<file path="src/hdl/mem_stage_pkg.sv">
package mem_stage_pkg;

	// ====================
	// widths.
	typedef logic [31:0] word_t;
	typedef logic [3:0]  strb_t;
	typedef logic [3:0]  reg_idx_t;   // rv32e.
	typedef logic [11:0] csr_addr_t;
	typedef logic [2:0]  funct3_t;
	typedef logic [2:0]  axi_size_t;
	typedef logic [1:0]  axi_resp_t;

	localparam funct3_t f3_lb  = 3'b000;
	localparam funct3_t f3_lh  = 3'b001;
	localparam funct3_t f3_lw  = 3'b010;
	localparam funct3_t f3_lbu = 3'b100;
	localparam funct3_t f3_lhu = 3'b101;

	localparam axi_resp_t resp_okay = 2'b00;

	// ====================
	// stage bundles.
	typedef struct packed {
		reg_idx_t  rd;
		word_t     exu_val;    // alu result, also the access address.
		word_t     csr_val;
		funct3_t   funct3;
		word_t     store_data;
		strb_t     wmask;
		logic      load_en;
		logic      store_en;
		word_t     pc;
		word_t     csr_wdata;
		csr_addr_t csr_addr;
		logic      csr_en;
		logic      jal_en;
		logic      reg_wen;
		logic      ecall;
	} exu_to_lsu_t;

	typedef struct packed {
		word_t     pc;
		word_t     wb_val;
		logic      reg_wen;
		reg_idx_t  rd;
		logic      csr_en;
		csr_addr_t csr_addr;
		word_t     csr_wdata;
		logic      ecall;
	} wb_t;

	// ====================
	// axi4-lite channels.
	typedef struct packed {
		word_t     addr;
		axi_size_t size;
	} axi_ar_t;

	typedef struct packed {
		word_t     addr;
		axi_size_t size;
	} axi_aw_t;

	typedef struct packed {
		word_t data;
		strb_t strb;
	} axi_w_t;

	typedef struct packed {
		word_t     data;
		axi_resp_t resp;
	} axi_r_t;

	typedef struct packed {
		axi_resp_t resp;
	} axi_b_t;

	typedef enum logic [2:0] {
		st_idle,
		st_exec,
		st_read,
		st_write,
		st_done
	} lsu_state_e;

endpackage
</file>
<file path="src/hdl/lsu.sv">
`timescale 1ns/1ps

module lsu import mem_stage_pkg::*; (
	input  logic        clock,
	input  logic        rst_n,
	input  logic        in_valid,
	output logic        in_ready,
	input  exu_to_lsu_t in,
	output logic        wb_valid,
	output wb_t         wb,
	output axi_ar_t     ar,
	output logic        ar_valid,
	input  logic        ar_ready,
	output axi_aw_t     aw,
	output logic        aw_valid,
	input  logic        aw_ready,
	output axi_w_t      w,
	output logic        w_valid,
	input  logic        w_ready,
	input  axi_r_t      r,
	input  logic        r_valid,
	output logic        r_ready,
	input  axi_b_t      b,
	input  logic        b_valid,
	output logic        b_ready
);

	lsu_state_e state;
	word_t      addr;
	funct3_t    funct3;
	word_t      store_data;
	strb_t      wmask;
	word_t      wdata;
	strb_t      wstrb;
	word_t      load_val;
	word_t      snpc;
	logic       accept;
	logic       ar_hs;
	logic       aw_hs;
	logic       w_hs;
	logic       r_hs;
	logic       b_hs;

	assign in_ready = (state == st_idle);
	assign wb_valid = (state == st_exec);   // one-cycle writeback.
	assign accept   = in_valid && in_ready;

	assign ar_hs = ar_valid && ar_ready;
	assign aw_hs = aw_valid && aw_ready;
	assign w_hs  = w_valid && w_ready;
	assign r_hs  = r_valid && r_ready;
	assign b_hs  = b_valid && b_ready;

	assign r_ready = 1'b1;
	assign b_ready = 1'b1;

	assign snpc = in.pc + 32'd4;

	// ====================
	// sequencing.
	always_ff @(posedge clock) begin
		if (!rst_n) begin
			state <= st_idle;
		end else begin
			case (state)
				st_idle: begin
					if (accept) begin
						if (in.load_en)
							state <= st_read;
						else if (in.store_en)
							state <= st_write;
						else
							state <= st_exec;
					end
				end
				st_read: begin
					if (r_hs)
						state <= st_exec;
				end
				st_write: begin
					if (b_hs)
						state <= st_exec;
				end
				st_exec: state <= st_done;
				st_done: state <= st_idle;   // upstream released next edge.
				default: state <= st_idle;
			endcase
		end
	end

	always_ff @(posedge clock) begin
		if (!rst_n) begin
			ar_valid <= 1'b0;
			aw_valid <= 1'b0;
			w_valid  <= 1'b0;
		end else begin
			if (accept && in.load_en)
				ar_valid <= 1'b1;
			else if (ar_hs)
				ar_valid <= 1'b0;
			if (accept && in.store_en && !in.load_en)
				aw_valid <= 1'b1;
			else if (aw_hs)
				aw_valid <= 1'b0;
			if (accept && in.store_en && !in.load_en)
				w_valid <= 1'b1;
			else if (w_hs)
				w_valid <= 1'b0;
		end
	end

	// ====================
	// request and writeback payload.
	always_ff @(posedge clock) begin
		if (accept) begin
			addr       <= in.exu_val;
			funct3     <= in.funct3;
			store_data <= in.store_data;
			wmask      <= in.wmask;
			wb <= '{
				pc:        in.pc,
				wb_val:    in.jal_en ? snpc : (in.csr_en ? in.csr_val : in.exu_val),
				reg_wen:   in.reg_wen,
				rd:        in.rd,
				csr_en:    in.csr_en,
				csr_addr:  in.csr_addr,
				csr_wdata: in.csr_wdata,
				ecall:     in.ecall
			};
		end else if (r_hs) begin
			wb.wb_val <= load_val;
		end
	end

	lsu_align align_i (
		.addr_low   (addr[1:0]),
		.funct3     (funct3),
		.store_data (store_data),
		.wmask      (wmask),
		.rdata      (r.data),
		.wdata      (wdata),
		.wstrb      (wstrb),
		.load_val   (load_val)
	);

	assign ar = '{addr: addr, size: axi_size_t'({1'b0, funct3[1:0]})};
	assign aw = '{addr: addr, size: axi_size_t'({1'b0, funct3[1:0]})};
	assign w  = '{data: wdata, strb: wstrb};

	// ====================
	// checks.
	a_one_request: assert property (@(posedge clock) disable iff (!rst_n)
		!(ar_valid && aw_valid));

	a_ar_hold: assert property (@(posedge clock) disable iff (!rst_n)
		ar_valid && !ar_ready |=> ar_valid && $stable(ar));

	a_aw_hold: assert property (@(posedge clock) disable iff (!rst_n)
		aw_valid && !aw_ready |=> aw_valid && $stable(aw));

	a_w_hold: assert property (@(posedge clock) disable iff (!rst_n)
		w_valid && !w_ready |=> w_valid && $stable(w));

	// upstream stays blocked through the release edge.
	a_wb_blocks: assert property (@(posedge clock) disable iff (!rst_n)
		wb_valid |-> !in_ready ##1 !in_ready);

endmodule

</file>
<file path="src/hdl/lsu_align.sv">
`timescale 1ns/1ps

module lsu_align import mem_stage_pkg::*; (
	input  logic [1:0] addr_low,
	input  funct3_t    funct3,
	input  word_t      store_data,
	input  strb_t      wmask,
	input  word_t      rdata,
	output word_t      wdata,
	output strb_t      wstrb,
	output word_t      load_val
);

	logic [4:0]  bit_off;
	word_t       shifted;
	logic [7:0]  rd_byte;
	logic [15:0] rd_half;

	assign bit_off = {addr_low, 3'b000};

	// ====================
	// store lanes.
	assign wdata = store_data << bit_off;
	assign wstrb = wmask << addr_low;

	// ====================
	// load extraction.
	assign shifted = rdata >> bit_off;   // addressed byte to lane 0.
	assign rd_byte = shifted[7:0];
	assign rd_half = shifted[15:0];

	always_comb begin
		case (funct3)
			f3_lb: begin
				load_val = {{24{rd_byte[7]}}, rd_byte};
			end
			f3_lh: begin
				load_val = {{16{rd_half[15]}}, rd_half};
			end
			f3_lw: begin
				load_val = shifted;
			end
			f3_lbu: begin
				load_val = {24'h000000, rd_byte};
			end
			f3_lhu: begin
				load_val = {16'h0000, rd_half};
			end
			default: begin
				load_val = '0;   // not a load width.
			end
		endcase
	end

endmodule

</file>
<file path="config.mk">
export PLATFORM = sky130hd
export DESIGN_NAME = lsu
export DESIGN_NICKNAME = d
export VERILOG_FILES = /design/src/hdl/mem_stage_pkg.sv /design/src/hdl/lsu.sv /design/src/hdl/lsu_align.sv
export SDC_FILE = /design/constraint.sdc
export NUM_CORES = 1
export LEC_CHECK = 0
export BUFFER_PORTS_ARGS = -buffer_cell sky130_fd_sc_hd__buf_4
export CORE_AREA = 2 2 182 184
export CTS_BUF_LIST = sky130_fd_sc_hd__clkbuf_2
export CTS_CLUSTER_SIZE = 10
export DETAILED_ROUTE_END_ITERATION = 10
export DIE_AREA = 0 0 184 186
export HOLD_SLACK_MARGIN = 0.02
export PLACE_DENSITY_LB_ADDON = 0.08
export SLEW_MARGIN = 20
export SYNTH_ARGS = -nofsm -noshare
export SYNTH_HDL_FRONTEND = slang
export SYNTH_SLANG_ARGS = --single-unit
export TNS_END_PERCENT = 10
</file>
<file path="constraint.sdc">
create_clock -name clock -period 6 [get_ports clock]
set_input_delay 0.3 -clock clock [delete_from_list [all_inputs] [get_ports clock]]
set_output_delay 0.3 -clock clock [all_outputs]
set_load 0.01 [all_outputs]
</file>
==> summary.md, run 1 <==
| Metric | Value |
|---|---|
| Reg2reg start | `addr[0]` |
| Xor and xnor area share after synthesis | `0.0156` |
| CP max stage cell | `edfxtp_1` |
| Critical path type | `flip-flop to flip-flop` |
| RSZ-0062 raised after global routing | `no` |
| Critical Path Fanout Max | `54` |
| Root buffer cell | `clkbuf_2` |
| R2R Path End | `wb[53]` |
| Simple-gate share of the synthesized area | `0.0935` |
| Area growth, synth to finish | `74.0%` |
| Slew Limit Fails | `0` |
| Port bufs | `452` |
| Hold Crit Class | `input pin to flip-flop` |
| CP dominant cell by count | `dlygate4sd3_1` |
| Stages on the worst setup path | `8` |
| Fin Setup TNS | `0 ps` |
| Status | `finished clean` |
| FF+latch count, synth | `between 150 and 200` |
| Max Cap Viol | `0` |
| Die ar. | `around 0.034 mm²` |
| CP required | `6650 ps` |
| Starting Density | `0.279` |
| Final GP Congestion | `around 0.81` |
| Bufs on Longest Clock Path | `2` |
| Syn Inst Count | `~680` |
| Clk sinks | `about 190` |
| Placed Area | `between 0.01 and 0.015 mm²` |
| Internal power | `2.30 mW` |
| Max stage delay on crit path | `around 900 ps` |
| Vias in the first global route | `about 8500` |
| Largest net degree at the start of global routing | `approximately 150` |
| Hold Vio Cnt, Final | `0` |
| Synth async-reset ratio | `0` |
| DRT Pass-1 Iters | `6` |
| Reg2Reg Setup Slack | `1950 ps` |
| Final ANT Viol Nets | `0` |
| Cell family with most CP delay | `buffers and inverters` |
| Adder-Cell Fraction of Synth Area | `0.00139` |
| Max Freq | `~0.25 GHz` |
| Tcrit/Tclk final | `0.675` |
| Worst ir drop on vdd | `roughly 0.00019 V` |
| Grt total ovfl | `0` |
| DIE WIDTH | `around 180 µm` |
| Clk_skew | `slightly below 40 ps` |
| Yosys Warn Count | `0` |
| Clock-pin transition on the worst setup and hold timing paths | `around 290 ps` |
| Number of setup buffers added after CTS | `0` |
| Initial antenna violation count | `4` |
| Pleak | `between 6 and 7 nW` |
| Final routed DRC violation total | `0` |
| NumNets Final | `about 1600` |
| Core region area | `between 0.03 and 0.04 mm²` |
| Flop pwr share | `0.512` |
| Final setup vio count | `0` |
| Minimum clock period | `between 4000 and 5000 ps` |
| Max-slew headroom | `0.233` |
| H-tree depth | `4` |
| Mux share of post-synthesis cell area | `0.0975` |
| Worst Tran Pin Value | `approximately 1200 ps` |
| Predominant post-synthesis flop cell | `edfxtp_1` |
| Psw | `around 1000 µW` |
| Row count | `66` |
| Sequential element share of the synthesized area | `0.636` |
| Main combinational cell family by area after synthesis | `compound AO/OA/AOI/OAI gates` |
| Cell area after layout | `between 0.015 and 0.02 mm²` |
| First-pass GRT wire length | `50.2 mm` |
| Worst-path cell chain | `buf_4 > mux2i_1 > dlygate4sd3_1 > nor2_1 > a21oi_1 > dlygate4sd3_1 > o22ai_1 > dlygate4sd3_1` |
| Die height | `about 190 µm` |
| Post-DP HPWL | `roughly 24 mm` |
| CTS tree | `done` |
| Post-synth EDFFs | `186` |
| Worst Path Buf+Inv | `4` |
| Vias | `around 8000` |
| Final WL | `about 35 mm` |
| CP startpoint | `addr[0]` |
| Synth Area in Compound Gates | `0.102` |
| Vias per std cell | `4.56` |
| PwrDens | `approximately 210 mW/mm²` |
| Worst Setup EP | `wb[53]` |
| Sw frac | `0.299` |
| Library cells used by synthesis | `55` |
| Synthesized area per cell | `around 13 µm²` |
| TritonCTS Buffers | `17` |
| WP data arrival | `roughly 4700 ps` |
| Synthesized cell area | `roughly 0.0090 mm²` |
| Drt first-iter violations | `between 400 and 500` |
| R2r worst-path depth | `8` |
| CP Launch Type | `flip-flop` |
| DR WL/cell | `between 15 and 20 µm` |
| Clock latency on the worst-skew pair | `between 800 and 900 ps` |
| I/O pins | `461` |
| Worst hold stages | `6` |
| Setup crit end kind | `flip-flop` |
| Clock share of power | `0.203` |
| GRT Util Overall | `0.200` |
| Share of cells above drive strength 1 | `0.378` |
| Share of total power in combinational logic | `0.285` |
==> per-layer routing <==
| metal | wire length (µm) | GRT usage | vias up |
|---|---|---|---|
| li1 | - | - | 3928 |
| met1 | 13800 | 0.230 | 3908 |
| met2 | 18000 | 0.358 | 328 |
| met3 | 2540 | 0.0644 | 27 |
| met4 | 442 | 0.0490 | 0 |
| met5 | 0 | 0 | - |
==> placed cells by master, fill, tap and decap left out, drive strengths merged, types with 3 or more instances in the layout <==
master,count
buf,455
dlygate4sd3,290
edfxtp,186
mux2i,57
a21oi,45
o21ai,38
nor2,35
nand2,34
mux2,25
nor3,22
clkbuf,19
o22ai,13
nor2b,13
and2,13
inv,12
nand3,10
xnor2,10
a211oi,9
nand2b,9
o211ai,8
clkinv,7
xor2,6
dfxtp,6
nand4,6
a21boi,6
nor4,5
diode,4
o221ai,4
o21a,4
conb,4
a21o,3
o32ai,3
==> worst min-delay path by stage <==
stage,start,to,slack (ps)
after floorplan,in[153],addr[0],400
after global placement,in[36],wb[21],480
after detailed placement,in[44],wb[29],480
after CTS,in[108],store_data[22],20
after global routing,in[27],wb[12],10
final,r[14],wb[63],150
==> state kept, by name, summed over array words and instances, names as in the netlist <==
| name | count |
|---|---|
| store_data | 32 |
| w_valid | 1 |
| funct3 | 3 |
| wmask | 4 |
| wb | 115 |
| aw_valid | 1 |
| addr | 32 |
| ar_valid | 1 |
| state | 3 |
==> power groups by stage <==
stage | Sequential, mW | Combinational [mW] | Clock, mW
after floorplan | 1.76 | 0.284 | 0
after global placement | 1.71 | 0.763 | 0
after detailed placement | 1.71 | 0.764 | 0
after CTS | 1.68 | 0.936 | 0.703
after global routing | 1.69 | 1.01 | 0.752
final | 1.68 | 0.935 | 0.665
==> metrics by stage <==
| step | power, mW | util | hold slack [ps] | worst slack (ps) | instances |
|---|---|---|---|---|---|
| 2_1_floorplan | 2.04 | - | 399 | 2260 | 685 |
| 3_3_place_gp | 2.47 | 0.387 | 478 | 2710 | 1472 |
| 3_5_place_dp | 2.48 | 0.387 | 479 | 2670 | 1472 |
| 4_1_cts | 3.32 | 0.479 | 20.1 | 1940 | 1777 |
| 5_1_grt | 3.45 | 0.485 | 14.8 | 1700 | 1798 |
| 6_report | 3.28 | 0.485 | 148 | 1950 | 1798 |
==> worst register-to-register path: stages (launching register included) <==
cell and delay (ps):
edfxtp_1 900, buf_4 730, mux2i_1 280, dlygate4sd3_1 560, nor2_1 40, a21oi_1 130
dlygate4sd3_1 570, o22ai_1 70, dlygate4sd3_1 590
==> area by class of cell <==
cell class	instances	area, µm²
inverter	8	37.5
sequential	192	5710
tap	408	510
timing repair buffer	745	6320
multi-input combinational	409	2800
clock buffer	19	95.1
clock inverter	13	134
antenna	4	10.0
fill	2976	16600
==> logic make-up after synthesis <==
family / count (synthesis)
flip-flops: 192
XOR/XNOR: 16
adder cells (fa/ha/maj): 1
buffers and inverters: 84
AO/OA/AOI/OAI: 145
other: 2
AND/OR/NAND/NOR: 160
multiplexers: 83
==> Yosys cell counts (5+ instances only) <==
master	count	area, µm²
nand4_1	5	31.3
dfxtp_1	6	120
nor3_1	20	100
a21boi_0	5	37.5
buf_1	5	18.8
nand2_1	33	124
a211oi_1	9	67.6
mux2i_1	57	571
buf_4	40	300
mux2_2	25	282
o21ai_0	38	190
and2_1	11	68.8
clkbuf_1	21	78.8
nor4_1	5	31.3
edfxtp_1	186	5590
a21oi_1	45	225
nand2b_1	9	56.3
xor2_1	6	52.6
o211ai_1	8	60.1
inv_1	7	26.3
xnor2_1	10	87.6
nor2b_1	13	81.3
o22ai_1	13	81.3
buf_2	10	50.1
nand3_1	10	50.1
nor2_1	35	131
==> what timing repair did <==
item	in CTS	in global routing
hold buffers	273	17
gates resized for setup	0	0
hold endpoints to repair	192	17
No activity file was read; power rests on OpenSTA's default activity.
==> inputs of run 2 (changes only) <==
--- a/config.mk
+++ b/config.mk
@@ -5,12 +5,13 @@
 export SDC_FILE = /design/constraint.sdc
 export NUM_CORES = 1
 export LEC_CHECK = 0
+export ABC_AREA = 1
 export BUFFER_PORTS_ARGS = -buffer_cell sky130_fd_sc_hd__buf_4
-export CORE_AREA = 2 2 182 184
+export CORE_AREA = 2 2 179 181
 export CTS_BUF_LIST = sky130_fd_sc_hd__clkbuf_2
 export CTS_CLUSTER_SIZE = 10
 export DETAILED_ROUTE_END_ITERATION = 10
-export DIE_AREA = 0 0 184 186
+export DIE_AREA = 0 0 181 183
 export HOLD_SLACK_MARGIN = 0.02
 export PLACE_DENSITY_LB_ADDON = 0.08
 export SLEW_MARGIN = 20
==> constraint.sdc (replaced) <==
create_clock -name clock -period 3.4 [get_ports clock]
set_input_delay 0.17 -clock clock [delete_from_list [all_inputs] [get_ports clock]]
set_output_delay 0.17 -clock clock [all_outputs]
set_load 0.01 [all_outputs]
==> summary.md, run 2 <==
| Metric | Value |
|---|---|
| Post-synth EDFFs | `186 (unchanged)` |
| Post-DP HPWL | `25.9 mm (was 24.2 mm)` |
| Syn Inst Count | `942 (was 683)` |
| Row count | `65 (was 66)` |
| Die height | `183 µm (was 186 µm)` |
| Placed Cells | `1721 (was 1472)` |
| Largest cells by area after synthesis | `edfxtp_1 60%, nand2_1 9.3%, nor2_1 4.4% (was edfxtp_1 62%, mux2i_1 6.4%, buf_4 3.3%)` |
| Post-synth top area share | `0.599 (was 0.623)` |
| DIE WIDTH | `181 µm (was 184 µm)` |
| Sequential element share of the synthesized area | `0.612 (was 0.636)` |
| Library cells used by synthesis | `43 (was 55)` |
| Bufs on Longest Clock Path | `2 (unchanged)` |
| Setup slack at placement | `1110 ps (was 2670 ps)` |
| Commonest cells post-synth | `230 x nand2_1, 186 x edfxtp_1, 109 x nor2_1 (was 186 x edfxtp_1, 57 x mux2i_1, 45 x a21oi_1)` |
| Port bufs | `452 (unchanged)` |
| Synth async-reset ratio | `0 (unchanged)` |
| I/O pins | `461 (unchanged)` |
| Final GP Congestion | `0.835 (was 0.806)` |
| First error | `[ERROR RSZ-0060] Max buffer count reached.` |
| Hold-fix buffers, CTS | `352 (was 273)` |
| Number of setup buffers added after CTS | `0 (unchanged)` |
| H-tree depth | `4 (unchanged)` |
| TritonCTS Buffers | `17 (unchanged)` |
| Predominant post-synthesis flop cell | `edfxtp_1 (unchanged)` |
| Synthesized area per cell | `9.90 µm² (was 13.1 µm²)` |
| Yosys Warn Count | `0 (unchanged)` |
| Status | `stopped before the end (was finished clean)` |
| Leading area contributor after synthesis | `edfxtp_1 (unchanged)` |
| Failing step | `clock tree synthesis (4_1_cts)` |
| Most frequent cell after synthesis | `nand2_1 (was edfxtp_1)` |
| FF+latch count, synth | `192 (unchanged)` |
| Starting Density | `0.299 (was 0.279)` |
| Root buffer cell | `clkbuf_2 (unchanged)` |
| Clk sinks | `192 (unchanged)` |
| Synthesized cell area | `0.00933 mm² (was 0.00897 mm²)` |
| Post_cts resized | `0 (unchanged)` |
run 2: kinds of logic after synthesis:
group                      Yosys count  share of synthesized area
AOI/OAI and AO/OA                  182                      0.107
xor gates and xnor gates             4                    0.00376
adders and majority gates            1                    0.00134
buffers and inverters              140                     0.0810
DFF                                192                      0.612
muxes                                8                    0.00859
other                                2                   0.000805
and+or+nand+nor                    413                      0.186
run 2: metrics by stage:
step / utilization / hold WS [ps] / instance area, µm²
after global placement: 0.409 / 348 / 12800
after floorplan: - / 269 / 9340
after detailed placement: 0.409 / 349 / 12800
==> inputs of run 3 (changes only) <==
--- a/config.mk
+++ b/config.mk
@@ -7,13 +7,10 @@
 export LEC_CHECK = 0
 export ABC_AREA = 1
 export BUFFER_PORTS_ARGS = -buffer_cell sky130_fd_sc_hd__buf_4
-export CORE_AREA = 2 2 179 181
-export CTS_BUF_LIST = sky130_fd_sc_hd__clkbuf_2
-export CTS_CLUSTER_SIZE = 10
+export CORE_AREA = 2 2 181 183
 export DETAILED_ROUTE_END_ITERATION = 10
-export DIE_AREA = 0 0 181 183
-export HOLD_SLACK_MARGIN = 0.02
-export PLACE_DENSITY_LB_ADDON = 0.08
+export DIE_AREA = 0 0 183 185
+export PLACE_DENSITY_LB_ADDON = 0.15
 export SLEW_MARGIN = 20
 export SYNTH_ARGS = -nofsm -noshare
 export SYNTH_HDL_FRONTEND = slang
==> constraint.sdc (replaced) <==
create_clock -name clock -period 4.4 [get_ports clock]
set_input_delay 0.22 -clock clock [delete_from_list [all_inputs] [get_ports clock]]
set_output_delay 0.22 -clock clock [all_outputs]
set_load 0.01 [all_outputs]
==> summary.md, run 3 <==
| Metric | Value |
|---|---|
| Xor and xnor area share after synthesis | `0.00376 (unchanged)` |
| First-pass GRT wire length | `51.6 mm` |
| Bufs on Longest Clock Path | `2 (unchanged)` |
| Post-synth top area share | `0.599 (unchanged)` |
| Post-DP HPWL | `25.9 mm (about the same)` |
| Sequential Area | `~0.0057 mm²` |
| Post-synth EDFFs | `186 (unchanged)` |
| Mux share of post-synthesis cell area | `0.00858 (unchanged)` |
| Largest cells by area after synthesis | `edfxtp_1 60%, nand2_1 9.3%, nor2_1 4.4% (unchanged)` |
| Worst hold stages | `3` |
| Minimum clock period | `roughly 2800 ps` |
| Max reg flops | `115` |
| Total power | `5.87 mW` |
| Number of setup buffers added after CTS | `0 (unchanged)` |
| H-tree depth | `4 (unchanged)` |
| Die ar. | `roughly 0.034 mm²` |
| Final routed DRC violation total | `0` |
| Yosys Warn Count | `0 (unchanged)` |
| Synthesized area per cell | `9.90 µm² (unchanged)` |
| Placed Area | `0.0127 mm² (was 0.0128 mm²)` |
| Synthesized cell area | `0.00933 mm² (unchanged)` |
| Port bufs | `452 (unchanged)` |
| Hold Crit Class | `input pin to flip-flop` |
| Cell area after layout | `approximately 0.015 mm²` |
| Post_cts resized | `0 (unchanged)` |
| Vias in the first global route | `8856` |
| GRT Util Overall | `0.205` |
| CTS tree | `done` |
| Hold WS | `a little over 70 ps` |
| Final setup vio count | `0` |
| Leading area contributor after synthesis | `edfxtp_1 (unchanged)` |
| Hold-fix buffers, CTS | `154 (was 352)` |
| CP required | `around 4500 ps` |
| Die height | `185 µm (was 183 µm)` |
| RSZ-0062 raised after global routing | `no` |
| PwrDens | `between 300 and 400 mW/mm²` |
| Util after Layout | `0.464` |
| I/O pins | `461 (unchanged)` |
| Share of cells above drive strength 1 | `0.346` |
| Status | `finished clean (was stopped before the end)` |
| Synth Area in Compound Gates | `0.107 (unchanged)` |
| Predominant post-synthesis flop cell | `edfxtp_1 (unchanged)` |
| Most frequent cell after synthesis | `nand2_1 (unchanged)` |
| Starting Density | `0.291 (was 0.299)` |
| DR WL/cell | `~18 µm` |
| Commonest cells post-synth | `230 x nand2_1, 186 x edfxtp_1, 109 x nor2_1 (unchanged)` |
| Clk_skew | `between 10 and 15 ps` |
| Finished Layout Cells | `~1900` |
| Sequential element share of the synthesized area | `0.612 (unchanged)` |
| Final GP Congestion | `0.873 (was 0.835)` |
| Max Cap Viol | `0` |
| Pleak | `between 6 and 7 nW` |
| Root buffer cell | `clkbuf_16 (was clkbuf_2)` |
| DIE WIDTH | `183 µm (was 181 µm)` |
| Critical Path Fanout Max | `54` |
| Core region area | `0.0320 mm²` |
| Grt total ovfl | `0` |
| Simple-gate share of the synthesized area | `0.186 (unchanged)` |
| Worst Tran Pin Value | `approximately 970 ps` |
| Largest regs | `wb x115, addr x32, store_data x32` |
| Synth async-reset ratio | `0 (unchanged)` |
| Area of the multi-input gates | `0.00287 mm²` |
| Placed Cells | `1724 (was 1721)` |
| Area growth, synth to finish | `59.4%` |
| NumNets Final | `around 1700` |
| Final WS setup | `~1600 ps` |
| Initial antenna violation count | `4` |
| Hold Vio Cnt, Final | `0` |
| Clk sinks | `192 (unchanged)` |
| Final WL | `35.3 mm` |
| TritonCTS Buffers | `17 (unchanged)` |
| R2r worst-path depth | `4` |
| Drt first-iter violations | `roughly 440` |
| Row count | `66 (was 65)` |
| Clock-pin transition on the worst setup and hold timing paths | `70 ps` |
| Max Freq | `about 0.35 GHz` |
| Most frequent cells in the layout | `455 x buf_4, 230 x nand2_1, 186 x edfxtp_1` |
| Largest net degree at the start of global routing | `between 70 and 80` |
| Setup slack at placement | `1510 ps (was 1110 ps)` |
| FF+latch count, synth | `192 (unchanged)` |
| Vias per std cell | `4.53` |
| Final ANT Viol Nets | `0` |
| Setup crit end kind | `flip-flop` |
| Worst ir drop on vdd | `~0.00024 V` |
| WP data arrival | `about 2900 ps` |
| Most common cell after layout, fill and taps aside | `buf_4` |
| Filler cells | `about 3100` |
| Critical path type | `flip-flop to flip-flop` |
| Max-slew headroom | `0.353` |
| Syn Inst Count | `942 (unchanged)` |
| Library cells used by synthesis | `43 (unchanged)` |
| Main combinational cell family by area after synthesis | `simple AND/OR/NAND/NOR gates (unchanged)` |
| Fin Setup TNS | `0 ps` |
| Slew Limit Fails | `0` |
| Vias | `8661` |
| DRT Pass-1 Iters | `7` |
| Tcrit/Tclk final | `0.643` |
| Clock latency on the worst-skew pair | `460 ps` |
| CP Launch Type | `flip-flop` |
| Adder-Cell Fraction of Synth Area | `0.00134 (unchanged)` |
| Biggest register | `wb` |
[run 3: kinds of logic (layout without fill, tap and decap cells)]
logic type,count (synthesis),count (layout)
AO/OA/AOI/OAI,182,182
multiplexers,8,8
flip-flops,192,192
other,2,5
adder cells (fa/ha/maj),1,1
XOR/XNOR,4,4
AND/OR/NAND/NOR,413,413
buffers and inverters,140,698
[run 3: cell type report]
cell class	count	area share
Sequential cell	192	0.384
Timing Repair Buffer	610	0.335
Multi-Input combinational cell	612	0.193
Tap cell	408	0.0343
Clock buffer	17	0.0286
Inverter	56	0.0146
Clock inverter	15	0.0104
Antenna cell	1	0.000168
[run 3: path summary, 6_finish.rpt]
kind | start | slack, ps | to
setup / recovery | state[2] | 1570 | wb[54]
hold / removal | rst_n | 70 | aw_valid
setup reg to reg | state[2] | 1570 | wb[54]
hold reg to reg | ar_valid | 480 | ar_valid
[run 3: report_power, final]
part           internal, mW  switching [mW]
combinational         0.786           0.974
clock                 0.803           0.782
sequential             2.41           0.116
[run 3: metal layers]
layer / wire (µm) / share of wire / GRT usage
met2: 17900 / 0.51 / 0.369
met4: 701 / 0.020 / 0.0608
met3: 2840 / 0.080 / 0.0735
met5: 46 / 0.0013 / 0
met1: 13900 / 0.39 / 0.228
[run 3: critical path: stages (launching register included)]
cell and delay (ps):
dfxtp_1 440, nor3_4 80, nand2_2 540, clkinv_4 600, or2_2 780
==> inputs of run 4 (changes only) <==
==> constraint.sdc (replaced) <==
create_clock -name clock -period 2.9 [get_ports clock]
set_input_delay 0.145 -clock clock [delete_from_list [all_inputs] [get_ports clock]]
set_output_delay 0.145 -clock clock [all_outputs]
set_load 0.01 [all_outputs]
==> summary.md, run 4 (synthesized netlist as in run 3, its figures left out) <==
| Metric | Value |
|---|---|
| Max reg flops | `115 (unchanged)` |
| Minimum clock period | `2310 ps (was 2830 ps)` |
| Max Freq | `0.433 GHz (was 0.353 GHz)` |
| Hold worst-path end | `state[0] (was aw_valid)` |
| Clock latency on the worst-skew pair | `450 ps (was 460 ps)` |
| R2R Path End | `aw_valid (was wb[54])` |
| Pleak | `6.61 nW (was 6.51 nW)` |
| Worst ir drop on vdd | `0.000361 V (was 0.000239 V)` |
| CP Launch Type | `flip-flop (unchanged)` |
| Root buffer cell | `clkbuf_16 (unchanged)` |
| Largest net degree at the start of global routing | `94 (was 76)` |
| Fin Setup TNS | `0 ps (unchanged)` |
| RSZ-0062 raised after global routing | `no (unchanged)` |
| CP startpoint | `state[2] (unchanged)` |
| Drt first-iter violations | `456 (was 437)` |
| Initial antenna violation count | `8 (was 4)` |
| Largest regs | `wb x115, addr x32, store_data x32 (unchanged)` |
| Post-DP HPWL | `26.3 mm (was 25.9 mm)` |
| Final ANT Viol Nets | `0 (unchanged)` |
| Most common cell after layout, fill and taps aside | `buf_4 (unchanged)` |
| Clk sinks | `192 (unchanged)` |
| Filler cells | `3067 (was 3062)` |
| Setup crit end kind | `flip-flop (unchanged)` |
| Final GP Congestion | `0.880 (was 0.873)` |
| Tcrit/Tclk final | `0.797 (was 0.643)` |
| Area growth, synth to finish | `61.4% (was 59.4%)` |
| Critical Path Fanout Max | `93 (was 54)` |
| Core region area | `0.0320 mm² (unchanged)` |
| Hold WS | `47.9 ps (was 71.4 ps)` |
| Hold Vio Cnt, Final | `0 (unchanged)` |
| Starting Density | `0.291 (unchanged)` |
| Critical path type | `flip-flop to flip-flop (unchanged)` |
| Max-slew headroom | `0.558 (was 0.353)` |
| Hold Crit Class | `input pin to flip-flop (unchanged)` |
| PwrDens | `600 mW/mm² (was 395 mW/mm²)` |
| Status | `finished clean (unchanged)` |
| H-tree depth | `4 (unchanged)` |
| CP required | `3290 ps (was 4480 ps)` |
| Worst Tran Pin Value | `662 ps (was 969 ps)` |
| Share of cells above drive strength 1 | `0.350 (was 0.346)` |
| R2r worst-path depth | `9 (was 4)` |
| First-pass GRT wire length | `50.9 mm (was 51.6 mm)` |
| Vias in the first global route | `8957 (was 8856)` |
| GRT Util Overall | `0.203 (was 0.205)` |
| Clock-pin transition on the worst setup and hold timing paths | `80 ps (was 70 ps)` |
| Bufs on Longest Clock Path | `2 (unchanged)` |
| I/O pins | `461 (unchanged)` |
| Biggest register | `wb (unchanged)` |
| Worst hold stages | `4 (was 3)` |
| TritonCTS Buffers | `17 (unchanged)` |
| Slew Limit Fails | `0 (unchanged)` |
| Total power | `9.02 mW (was 5.87 mW)` |
| Row count | `66 (unchanged)` |
| Port bufs | `452 (unchanged)` |
| NumNets Final | `1739 (was 1723)` |
| Reg2Reg Setup Slack | `590 ps (was 1570 ps)` |
| Clk_skew | `10.2 ps (was 12.9 ps)` |
| DIE WIDTH | `183 µm (unchanged)` |
| CTS tree | `done (unchanged)` |
| Hold wc startpoint | `in[81] (was rst_n)` |
| Vias | `8850 (was 8661)` |
| Final setup vio count | `0 (unchanged)` |
| Most frequent cells in the layout | `464 x buf_4, 230 x nand2_1, 186 x edfxtp_1 (was 455 x buf_4, 230 x nand2_1, 186 x edfxtp_1)` |
| DR WL/cell | `18.3 µm (was 18.5 µm)` |
| DRT Pass-1 Iters | `6 (was 7)` |
| WP data arrival | `2700 ps (was 2910 ps)` |
| Final WL | `35.3 mm (about the same)` |
| Die height | `185 µm (unchanged)` |
| Final routed DRC violation total | `0 (unchanged)` |
| Die ar. | `0.0339 mm² (unchanged)` |
| Vias per std cell | `4.59 (was 4.53)` |
| Max Cap Viol | `0 (unchanged)` |
| Reg2reg start | `state[2] (unchanged)` |
| Grt total ovfl | `0 (unchanged)` |
## run 4: cell count changes in the layout (fill, tap and decap cells not counted), sizes merged
cell	before	now
diode	1	4
clkinv	8	7
buf	456	466
inv	62	63
dlygate4sd3	154	160
## run 4: what timing repair did
action | 4_1_cts | 5_1_grt
resized for setup | 0 | 0
hold endpoints to repair | 157 | 0
setup buffers | 0 | 0
setup endpoints to repair | 0 | 0
hold buffers | 160 | 0
## run 4: power breakdown
group,internal [mW],switching (mW)
Combinational,1.23,1.47
Sequential,3.65,0.179
Clock,1.25,1.25
## run 4: area by class of cell
class / instances / area, µm² / area share
Clock buffer: 17 / 425 / 0.0283
Multi-Input combinational cell: 612 / 2870 / 0.191
Tap cell: 408 / 510 / 0.0339
Timing Repair Buffer: 626 / 5120 / 0.341
Sequential cell: 192 / 5710 / 0.379
Clock inverter: 15 / 183 / 0.0121
Inverter: 56 / 218 / 0.0145
Antenna cell: 4 / 10.0 / 0.000665
## run 4: worst max-delay path: stages, from the launching register on
cell	delay, ps
dfxtp_1	370
nor3_4	240
nand2_2	110
clkinv_4	70
buf_12	380
nand2_1	160
nor2_1	180
a21oi_1	60
nor2_1	100
dlygate4sd3_1	560
## run 4: metrics by stage
step / setup slack [ps] / utilization / instances / instance area [µm²]
floorplan: 544 / - / 944 / 9340
global placement: 918 / 0.400 / 1734 / 12800
detailed placement: 895 / 0.400 / 1734 / 12800
CTS: 545 / 0.469 / 1926 / 15000
global route: 446 / 0.470 / 1927 / 15000
finish: 590 / 0.470 / 1930 / 15100
## run 4: per-layer routing
metal | GRT usage | share of wire | vias to the layer above
li1 | - | - | 4313
met1 | 0.221 | 0.38 | 4116
met2 | 0.371 | 0.51 | 375
met3 | 0.0688 | 0.085 | 38
met4 | 0.0614 | 0.016 | 8
met5 | 0 | 0.0016 | -
## run 4: worst max-delay path by stage
stage,end,slack [ps],cells past startpoint
after detailed placement,store_data[3],900,5
after CTS,w[33],540,4
final,aw_valid,590,9
after global routing,aw_valid,450,9
after global placement,addr[11],920,5
after floorplan,addr[0],540,4
